`config.mk`:
```
export PLATFORM = sky130hd
export DESIGN_NAME = pkt_gen_top
export DESIGN_NICKNAME = d
export VERILOG_FILES = /design/src/pkt_gen_pkg.sv /design/src/pkt_gen_mem_wrap.sv /design/src/pkt_gen_seq.sv /design/src/pkt_gen_top.sv /design/src/pkt_mem_loader.sv /design/src/pkt_mem_ram.sv
export SDC_FILE = /design/constraint.sdc
export NUM_CORES = 2
export LEC_CHECK = 0
export ABC_AREA = 0
export BUFFER_PORTS_ARGS = -buffer_cell sky130_fd_sc_hd__buf_2
export CAP_MARGIN = 20
export CORE_AREA = 2 2 407 409
export CTS_CLUSTER_DIAMETER = 50
export CTS_CLUSTER_SIZE = 28
export DETAILED_ROUTE_END_ITERATION = 8
export DIE_AREA = 0 0 409 411
export PLACE_DENSITY = 0.76
export SLEW_MARGIN = 30
export SYNTH_ARGS = -nofsm -noshare
export SYNTH_HDL_FRONTEND = slang
export SYNTH_SLANG_ARGS = --single-unit
```
`constraint.sdc`:
```
create_clock -name clk -period 7.25 [get_ports clk]
set_input_delay 0.3625 -clock clk [delete_from_list [all_inputs] [get_ports clk]]
set_output_delay 0.3625 -clock clk [all_outputs]
set_load 0.02 [all_outputs]
```
`src/pkt_gen_pkg.sv`:
```
// shared geometry, rate code and encodings for the packet generator memory
// referenced by scoped name from the RTL and the testbench
package pkt_gen_pkg;

    // --------------------------------------------------
    // memory geometry
    // --------------------------------------------------
    localparam int mem_depth = 64;              // packet entries
    localparam int addr_w    = 6;

    // full output word, lane i in bits 8i+7:8i
    localparam int lanes_max = 8;
    localparam int lane_w    = 8;
    localparam int word_w    = lanes_max * lane_w;

    // --------------------------------------------------
    // rate dependent bank widths
    // --------------------------------------------------
    // rate code 0,1,2,3 stores 1,2,4,8 lanes
    localparam int rate_op      = 2;
    localparam int lanes_active = 1 << rate_op;

    localparam int data_w = lanes_active * lane_w;
    localparam int ctl_w  = lanes_active + 2;   // lane ctl bits + sop + term

    // pcs idle, used to fill lanes above the active width
    localparam logic [7:0] idle_data = 8'h07;
    localparam logic       idle_ctl  = 1'b1;

    // read issued to data at the wrapper output
    // one cycle in the ram, one in the wrapper output register
    localparam int rd_latency = 2;

    // --------------------------------------------------
    // FSM state codes
    // --------------------------------------------------
    // host write handshake
    localparam logic [1:0] ld_idle  = 2'd0;
    localparam logic [1:0] ld_write = 2'd1;
    localparam logic [1:0] ld_ack   = 2'd2;

    // read sequencer
    localparam logic [1:0] seq_idle = 2'd0;
    localparam logic [1:0] seq_run  = 2'd1;
    localparam logic [1:0] seq_stop = 2'd2;   // gen_en gone, finishing pass

endpackage

```
`src/pkt_gen_mem_wrap.sv`:
```
// packet memory, data and control banks sized for the active rate
// unused upper lanes read back as idle, read data registered once more
`timescale 1ns/1ns

module pkt_gen_mem_wrap (
    input  logic                                 clk,
    input  logic                                 arst_n,
    // write side
    input  logic                                 mem_wr,
    input  logic [pkt_gen_pkg::addr_w-1:0]       mem_addr,
    input  logic [pkt_gen_pkg::word_w-1:0]       mem_data,
    input  logic [pkt_gen_pkg::lanes_max-1:0]    mem_ctl,
    input  logic                                 mem_sop,
    input  logic                                 mem_term,
    // read side
    input  logic                                 rd_en,
    input  logic [pkt_gen_pkg::addr_w-1:0]       rd_addr,
    output logic [pkt_gen_pkg::word_w-1:0]       rd_data,
    output logic [pkt_gen_pkg::lanes_max-1:0]    rd_ctl,
    output logic                                 rd_sop,
    output logic                                 rd_term
);

    localparam int lw = pkt_gen_pkg::lane_w;
    localparam int la = pkt_gen_pkg::lanes_active;

    logic [pkt_gen_pkg::data_w-1:0]    bank_data;
    logic [pkt_gen_pkg::ctl_w-1:0]     bank_ctl;    // {sop, term, lane ctl}
    logic [pkt_gen_pkg::word_w-1:0]    fill_data;
    logic [pkt_gen_pkg::lanes_max-1:0] fill_ctl;
    logic                              ram_vld;     // ram output holds a fresh read

    // --------------------------------------------------
    // banks, only the low active lanes are stored
    // --------------------------------------------------
    pkt_mem_ram #(
        .width (pkt_gen_pkg::data_w),
        .depth (pkt_gen_pkg::mem_depth)
    ) u_data_bank (
        .clk     (clk),
        .wr_en   (mem_wr),
        .wr_addr (mem_addr),
        .wr_data (mem_data[pkt_gen_pkg::data_w-1:0]),
        .rd_en   (rd_en),
        .rd_addr (rd_addr),
        .rd_data (bank_data)
    );

    pkt_mem_ram #(
        .width (pkt_gen_pkg::ctl_w),
        .depth (pkt_gen_pkg::mem_depth)
    ) u_ctl_bank (
        .clk     (clk),
        .wr_en   (mem_wr),
        .wr_addr (mem_addr),
        .wr_data ({mem_sop, mem_term, mem_ctl[la-1:0]}),
        .rd_en   (rd_en),
        .rd_addr (rd_addr),
        .rd_data (bank_ctl)
    );

    // idle fill above the active width
    for (genvar i = 0; i < pkt_gen_pkg::lanes_max; i++) begin : g_lane
        if (i < la) begin : g_used
            assign fill_data[i*lw +: lw] = bank_data[i*lw +: lw];
            assign fill_ctl[i]           = bank_ctl[i];
        end else begin : g_idle
            assign fill_data[i*lw +: lw] = pkt_gen_pkg::idle_data;
            assign fill_ctl[i]           = pkt_gen_pkg::idle_ctl;
        end
    end

    // --------------------------------------------------
    // output register
    // --------------------------------------------------
    // ram output holds its last word, so flags only pass on a fresh read
    always_ff @(posedge clk or negedge arst_n) begin
        if (!arst_n) begin
            ram_vld <= 1'b0;
            rd_sop  <= 1'b0;
            rd_term <= 1'b0;
        end else begin
            ram_vld <= rd_en;
            rd_sop  <= ram_vld & bank_ctl[pkt_gen_pkg::ctl_w-1];
            rd_term <= ram_vld & bank_ctl[pkt_gen_pkg::ctl_w-2];
        end
    end

    always_ff @(posedge clk) begin
        if (ram_vld) begin
            rd_data <= fill_data;
            rd_ctl  <= fill_ctl;
        end
    end

    // flags only follow a read issued two cycles before
    a_flags_need_read : assert property (@(posedge clk) disable iff (!arst_n)
        !$past(rd_en, pkt_gen_pkg::rd_latency) |-> !rd_sop && !rd_term)
        else $error("sop/term without a matching read");

endmodule

```
`src/pkt_gen_seq.sv`:
```
// read-address sequencer, plays entries from 0 to the terminate entry and wraps
// tracks the two in-flight reads and drops the ones issued past terminate
`timescale 1ns/1ns

module pkt_gen_seq (
    input  logic                              clk,
    input  logic                              arst_n,
    input  logic                              gen_en,
    // to / from the memory wrapper
    output logic                              rd_en,
    output logic [pkt_gen_pkg::addr_w-1:0]    rd_addr,
    input  logic [pkt_gen_pkg::word_w-1:0]    rd_data,
    input  logic [pkt_gen_pkg::lanes_max-1:0] rd_ctl,
    input  logic                              rd_sop,
    input  logic                              rd_term,
    // generated stream, no back-pressure
    output logic                              gen_valid,
    output logic [pkt_gen_pkg::word_w-1:0]    gen_data,
    output logic [pkt_gen_pkg::lanes_max-1:0] gen_ctl,
    output logic                              gen_sop,
    output logic                              gen_term,
    output logic                              gen_busy
);

    logic [1:0] state;
    logic [1:0] vld_q;       // in-flight reads, [1] lines up with rd_data
    logic [1:0] flush_cnt;
    logic       flush;
    logic       term_seen;

    assign rd_en     = (state != pkt_gen_pkg::seq_idle);   // one read per cycle
    assign term_seen = vld_q[1] & rd_term;
    assign flush     = (flush_cnt != 2'd0);

    // --------------------------------------------------
    // address counter, in-flight pipe, run/stop
    // --------------------------------------------------
    always_ff @(posedge clk or negedge arst_n) begin
        if (!arst_n) begin
            state     <= pkt_gen_pkg::seq_idle;
            rd_addr   <= '0;
            vld_q     <= '0;
            flush_cnt <= '0;
        end else begin
            vld_q <= {vld_q[0], rd_en};
            if (flush) begin
                flush_cnt <= flush_cnt - 2'd1;
            end

            if (state == pkt_gen_pkg::seq_idle) begin
                if (gen_en) begin
                    state <= pkt_gen_pkg::seq_run;
                end
            end else if (term_seen) begin
                // wrap, reads past terminate are dropped
                rd_addr   <= '0;
                vld_q     <= '0;
                flush_cnt <= 2'(pkt_gen_pkg::rd_latency);
                state     <= gen_en ? pkt_gen_pkg::seq_run : pkt_gen_pkg::seq_idle;
            end else begin
                rd_addr <= rd_addr + 1'b1;
                // stop waits for this pass's terminate
                state   <= gen_en ? pkt_gen_pkg::seq_run : pkt_gen_pkg::seq_stop;
            end
        end
    end

    assign gen_valid = vld_q[1];
    assign gen_data  = rd_data;
    assign gen_ctl   = rd_ctl;
    assign gen_sop   = vld_q[1] & rd_sop;
    assign gen_term  = term_seen;
    assign gen_busy  = (state != pkt_gen_pkg::seq_idle) | flush;   // includes drain

    a_no_valid_in_flush : assert property (@(posedge clk) disable iff (!arst_n)
        flush |-> !gen_valid)
        else $error("valid beat during flush");

endmodule

```
`src/pkt_gen_top.sv`:
```
// packet generator memory top, host loader + banked memory + read sequencer
`timescale 1ns/1ns

module pkt_gen_top (
    input  logic                              clk,
    input  logic                              arst_n,
    // host write port
    input  logic                              wr_req,
    input  logic [pkt_gen_pkg::addr_w-1:0]    wr_addr,
    input  logic [pkt_gen_pkg::word_w-1:0]    wr_data,
    input  logic [pkt_gen_pkg::lanes_max-1:0] wr_ctl,
    input  logic                              wr_sop,
    input  logic                              wr_term,
    output logic                              wr_ack,
    // generation control and stream
    input  logic                              gen_en,
    output logic                              gen_valid,
    output logic [pkt_gen_pkg::word_w-1:0]    gen_data,
    output logic [pkt_gen_pkg::lanes_max-1:0] gen_ctl,
    output logic                              gen_sop,
    output logic                              gen_term,
    output logic                              gen_busy
);

    logic                              mem_wr;
    logic [pkt_gen_pkg::addr_w-1:0]    mem_addr;
    logic [pkt_gen_pkg::word_w-1:0]    mem_data;
    logic [pkt_gen_pkg::lanes_max-1:0] mem_ctl;
    logic                              mem_sop;
    logic                              mem_term;

    logic                              rd_en;
    logic [pkt_gen_pkg::addr_w-1:0]    rd_addr;
    logic [pkt_gen_pkg::word_w-1:0]    rd_data;
    logic [pkt_gen_pkg::lanes_max-1:0] rd_ctl;
    logic                              rd_sop;
    logic                              rd_term;

    pkt_mem_loader u_pkt_mem_loader (
        .clk      (clk),
        .arst_n   (arst_n),
        .wr_req   (wr_req),
        .wr_addr  (wr_addr),
        .wr_data  (wr_data),
        .wr_ctl   (wr_ctl),
        .wr_sop   (wr_sop),
        .wr_term  (wr_term),
        .wr_ack   (wr_ack),
        .mem_wr   (mem_wr),
        .mem_addr (mem_addr),
        .mem_data (mem_data),
        .mem_ctl  (mem_ctl),
        .mem_sop  (mem_sop),
        .mem_term (mem_term)
    );

    pkt_gen_mem_wrap u_pkt_gen_mem_wrap (
        .clk      (clk),
        .arst_n   (arst_n),
        .mem_wr   (mem_wr),
        .mem_addr (mem_addr),
        .mem_data (mem_data),
        .mem_ctl  (mem_ctl),
        .mem_sop  (mem_sop),
        .mem_term (mem_term),
        .rd_en    (rd_en),
        .rd_addr  (rd_addr),
        .rd_data  (rd_data),
        .rd_ctl   (rd_ctl),
        .rd_sop   (rd_sop),
        .rd_term  (rd_term)
    );

    pkt_gen_seq u_pkt_gen_seq (
        .clk       (clk),
        .arst_n    (arst_n),
        .gen_en    (gen_en),
        .rd_en     (rd_en),
        .rd_addr   (rd_addr),
        .rd_data   (rd_data),
        .rd_ctl    (rd_ctl),
        .rd_sop    (rd_sop),
        .rd_term   (rd_term),
        .gen_valid (gen_valid),
        .gen_data  (gen_data),
        .gen_ctl   (gen_ctl),
        .gen_sop   (gen_sop),
        .gen_term  (gen_term),
        .gen_busy  (gen_busy)
    );

endmodule

```
`src/pkt_mem_loader.sv`:
```
// host write port, four-phase req/ack handshake
// each request becomes exactly one memory write pulse
`timescale 1ns/1ns

module pkt_mem_loader (
    input  logic                              clk,
    input  logic                              arst_n,
    // host side
    input  logic                              wr_req,
    input  logic [pkt_gen_pkg::addr_w-1:0]    wr_addr,
    input  logic [pkt_gen_pkg::word_w-1:0]    wr_data,
    input  logic [pkt_gen_pkg::lanes_max-1:0] wr_ctl,
    input  logic                              wr_sop,
    input  logic                              wr_term,
    output logic                              wr_ack,
    // memory side
    output logic                              mem_wr,
    output logic [pkt_gen_pkg::addr_w-1:0]    mem_addr,
    output logic [pkt_gen_pkg::word_w-1:0]    mem_data,
    output logic [pkt_gen_pkg::lanes_max-1:0] mem_ctl,
    output logic                              mem_sop,
    output logic                              mem_term
);

    logic [1:0] state;

    // --------------------------------------------------
    // handshake FSM
    // --------------------------------------------------
    always_ff @(posedge clk or negedge arst_n) begin
        if (!arst_n) begin
            state  <= pkt_gen_pkg::ld_idle;
            wr_ack <= 1'b0;
            mem_wr <= 1'b0;
        end else begin
            mem_wr <= 1'b0;   // single cycle pulse
            case (state)
                pkt_gen_pkg::ld_idle: begin
                    if (wr_req) begin
                        mem_wr <= 1'b1;
                        state  <= pkt_gen_pkg::ld_write;
                    end
                end
                pkt_gen_pkg::ld_write: state <= pkt_gen_pkg::ld_ack;   // ram takes the word
                pkt_gen_pkg::ld_ack: begin
                    if (!wr_ack) begin
                        wr_ack <= 1'b1;
                    end else if (!wr_req) begin
                        wr_ack <= 1'b0;
                        state  <= pkt_gen_pkg::ld_idle;
                    end
                end
                default: state <= pkt_gen_pkg::ld_idle;
            endcase
        end
    end

    // fields captured once, host holds them until ack anyway
    always_ff @(posedge clk) begin
        if (state == pkt_gen_pkg::ld_idle && wr_req) begin
            mem_addr <= wr_addr;
            mem_data <= wr_data;
            mem_ctl  <= wr_ctl;
            mem_sop  <= wr_sop;
            mem_term <= wr_term;
        end
    end

    // req must be high at the edge that raises ack, the host may drop it right after
    a_ack_after_req : assert property (@(posedge clk) disable iff (!arst_n)
        $rose(wr_ack) |-> $past(wr_req))
        else $error("wr_ack rose without wr_req");

endmodule

```
`src/pkt_mem_ram.sv`:
```
// simple dual-port ram, one write and one registered read port
// width and depth set per instance
`timescale 1ns/1ns

module pkt_mem_ram #(
    parameter int width = 8,
    parameter int depth = 64
) (
    input  logic                     clk,
    input  logic                     wr_en,
    input  logic [$clog2(depth)-1:0] wr_addr,
    input  logic [width-1:0]         wr_data,
    input  logic                     rd_en,
    input  logic [$clog2(depth)-1:0] rd_addr,
    output logic [width-1:0]         rd_data
);

    logic [width-1:0] mem [depth];

    always_ff @(posedge clk) begin
        if (wr_en) begin
            mem[wr_addr] <= wr_data;
        end
        // same-address collision returns the old word
        if (rd_en) begin
            rd_data <= mem[rd_addr];
        end
    end

    // addresses must be known whenever their port is in use
    a_wr_addr_known : assert property (@(posedge clk) wr_en |-> !$isunknown(wr_addr))
        else $error("ram write address unknown");
    a_rd_addr_known : assert property (@(posedge clk) rd_en |-> !$isunknown(rd_addr))
        else $error("ram read address unknown");

endmodule

```
==> results.yml <==
die:
  num_rows: 149
  floorplan.initialDensity_pct: 59.53
  core-area_um2: 163900
  die_area_um2: 168100
  io-pin-count: 161
  die_w_um: 409
  die_height_um: 411
clock_tree:
  clock-sinks: 2569
  cts_buffers: 171
  cts-root-buf: "clkbuf_16"
  clockBufferDepth: 3
  cts_resized: 0
  h-tree-depth: 4
  path_clk_slew_ns: 0.09
  insertion_delay_ns: 0.83
  cts_tree: "done"
placed_design:
  port_buffers: 88
  routabilityCongestion: 0.7655
  dpl.hpwl_mm: 112.6
  pre_cts_ws_ns: 3.305
logic_synthesis:
  synth_area_leader_cell: "edfxtp_1"
  netlist_top_cells_area: "edfxtp_1 (78%), mux4_2 (15%), mux2_2 (1.2%), mux2i_1 (1.1%), buf_4 (0.58%)"
  ys_seq_elements: 2569
  async_flop_share_pct: 0.7396
  synthFlopType: "edfxtp_1"
  synth-edff-count: 2550
  post-synth-top-area-fraction_pct: 78.50
  syn_area_um2: 97550
  ys.warnings.count: 0
  ys_seq_area_share_pct: 78.98
  netlist_instances: 4133
  synth_cell_types: 38
  synth.avg_cell_area_um2: 23.60
sta:
  maxSlewViolCount: 0
  finClkSkew_ns: 0.04069
  period_share_pct: 56.13
  setup_slack_ns: 3.181
  worst_pin_slew_ns: 1.141
  fin_crit_ns: 4.069
  finalHoldViolations: 0
  rsz0062_at_grt: "no"
  slew-limit-headroom_pct: 23.50
  setup_viol: 0
  fin_tns_setup_ns: 0
  fmax_ghz: 0.2457
route:
  routed_via_density: 6.757
  drt_wl_total_mm: 223.0
  ant_nets: 0
  wl_per_cell_um: 33.25
  post-route-drc-count: 0
  vias: 45300
  first_pass_iters: 6
  drt_iter0_markers: 7269
grt:
  antenna_found_initial: 6
  gr-total-overflow: 0
  grt_pass1_wl_mm: 318.8
  grt_pass1_vias: 45500
  grt_use_total_pct: 26.71
  grt_max_degree: 112
layout:
  regArea_um2: 77070
  fill_cells: 9887
  final_nets: 4457
  drive_gt1_share_pct: 30.34
  multiInputGateArea_um2: 19770
  synthToLayoutAreaGrowth_pct: 10.55
worst_setup_path:
  cp.arrival_ns: 4.66
  cp-start-kind: "flop"
  r2r_slack_ns: 3.18
  path_max_fanout: 52
  worstSetupEndpointType: "flop"
  worstPathRequired_ns: 7.84
  crit_type: "reg -> reg"
outcome:
  status: "completed"
worst_hold_path:
  hp-class: "in -> async"
pwr:
  power.leakage_nw: 33.11
  ir_drop_uv: 366.6
  powerDensity_nw_per_um2: 345.9
run:
  maxCapViolations: 0
state kept, by name, summed over array words and instances (netlist names), 4 cells and up:
signal / count
u_pkt_gen_mem_wrap.rd_ctl: 4
u_pkt_gen_mem_wrap.rd_data: 32
u_pkt_gen_mem_wrap.u_ctl_bank.mem: 384
u_pkt_gen_mem_wrap.u_ctl_bank.rd_data: 6
u_pkt_gen_mem_wrap.u_data_bank.mem: 2048
u_pkt_gen_mem_wrap.u_data_bank.rd_data: 32
u_pkt_gen_seq.rd_addr: 6
u_pkt_mem_loader.mem_addr: 6
u_pkt_mem_loader.mem_ctl: 4
u_pkt_mem_loader.mem_data: 32
logic make-up (layout without fill, tap and decap cells):
family                   after synthesis  in the layout  share of synthesized area, %
AO/OA/AOI/OAI                        230            230                         1.526
adder cells (fa/ha/maj)                1              1                       0.01282
buffers and inverters                260            608                         1.419
flip-flops                          2569           2569                         78.98
multiplexers                         849            849                         17.04
other                                  2             37                      0.007699
AND/OR/NAND/NOR                      222            222                         1.013
placed cells by master (no fill, tap or decap), types with 21 or more instances in the layout:
cell           count
clkbuf_16        174
mux4_2           639
a22oi_1           51
mux2i_1          108
inv_8             27
nor2_1            27
and2_1            23
mux2_2           102
dlygate4sd3_1     47
conb_1            36
buf_2             88
o21ai_0           54
edfxtp_1        2550
a21oi_1           24
clkinv_8          21
inv_6             26
buf_4            137
nand2_1           61
nor2_4            64
o22ai_1           41
layer usage:
| layer | vias to the layer above | wire length [um] | global-route usage (%) |
|---|---|---|---|
| met2 | 2835 | 109300 | 42.76 |
| met5 | - | 13 | 0 |
| met3 | 354 | 24500 | 5.608 |
| met1 | 24130 | 83930 | 38.33 |
| li1 | 17980 | - | - |
| met4 | 2 | 5231 | 6.852 |
worst paths after layout:
kind                                                            start                                   endpoint  depth (start not counted)
hold / removal                                                 arst_n                  u_pkt_mem_loader.state[1]                          2
max in group asynchronous                                      arst_n                   u_pkt_gen_seq.rd_addr[3]                          2
setup reg to reg                             u_pkt_gen_seq.rd_addr[1]  u_pkt_gen_mem_wrap.u_data_bank.rd_data[9]                          6
min in group clk                                           wr_data[8]               u_pkt_mem_loader.mem_data[8]                          2
hold reg to reg            u_pkt_gen_mem_wrap.u_data_bank.rd_data[27]             u_pkt_gen_mem_wrap.rd_data[27]                          0
setup / recovery                             u_pkt_gen_seq.rd_addr[1]  u_pkt_gen_mem_wrap.u_data_bank.rd_data[9]                          6
final cells by class:
type	count	area share [%]
Sequential cell	2569	71.46
Multi-Input combinational cell	1338	18.34
Clock buffer	180	4.059
Tap cell	2189	2.540
Timing Repair Buffer	286	2.057
Clock inverter	136	1.521
Inverter	6	0.02088
Antenna cell	1	0.002320
metrics by stage:
| step | cell area [um2] | hold slack [ns] | total power [mW] | cells | util, % |
|---|---|---|---|---|---|
| 2_1_floorplan | 97680 | 0.06691 | 24.52 | 4167 | - |
| 3_3_place_gp | 101300 | 0.3996 | 26.95 | 6339 | 61.80 |
| 3_5_place_dp | 101300 | 0.4080 | 27.14 | 6340 | 61.82 |
| 4_1_cts | 107800 | 0.05012 | 37.45 | 6703 | 65.78 |
| 5_1_grt | 107800 | 0.1008 | 38.49 | 6704 | 65.81 |
| 6_report | 107800 | 0.09426 | 37.30 | 6705 | 65.81 |
where the power goes:
group	switching (mW)	total, mW	internal (mW)	leakage [nW]
Combinational	4.97	9.08	4.12	6.92
Clock	5.47	10.4	4.97	2.93
Sequential	0.429	17.8	17.3	23.3
Total	10.9	37.3	26.4	33.1
critical path: stages (launching register included):
cell      delay (ns)
dfrtp_4         1.02
buf_4           0.58
nor2b_1         0.84
a22oi_1         0.25
nand3_1         0.25
o21ai_0         0.37
a211oi_1        0.47
cell usage after synthesis, types with 3 or more instances:
| library cell | instances |
|---|---|
| a211oi_1 | 26 |
| a21oi_1 | 24 |
| a22oi_1 | 51 |
| and2_1 | 24 |
| buf_1 | 22 |
| buf_2 | 65 |
| buf_4 | 75 |
| buf_6 | 6 |
| clkbuf_1 | 86 |
| dfrtp_1 | 19 |
| edfxtp_1 | 2550 |
| inv_1 | 6 |
| mux2_2 | 102 |
| mux2i_1 | 108 |
| mux4_2 | 639 |
| nand2_1 | 61 |
| nand2b_1 | 4 |
| nand3_1 | 20 |
| nand3b_1 | 3 |
| nand4_1 | 3 |
| nor2_1 | 91 |
| nor2b_1 | 8 |
| o211ai_1 | 20 |
| o21ai_0 | 56 |
| o221ai_1 | 6 |
| o22ai_1 | 41 |
| or3_1 | 3 |
repair_timing:
| item | in CTS | in global routing |
|---|---|---|
| hold endpoints to repair | 68 | 0 |
| hold buffers | 47 | 0 |
| buffers inserted | 0 | 0 |
Note: power is estimated with default switching activity, not from simulation.
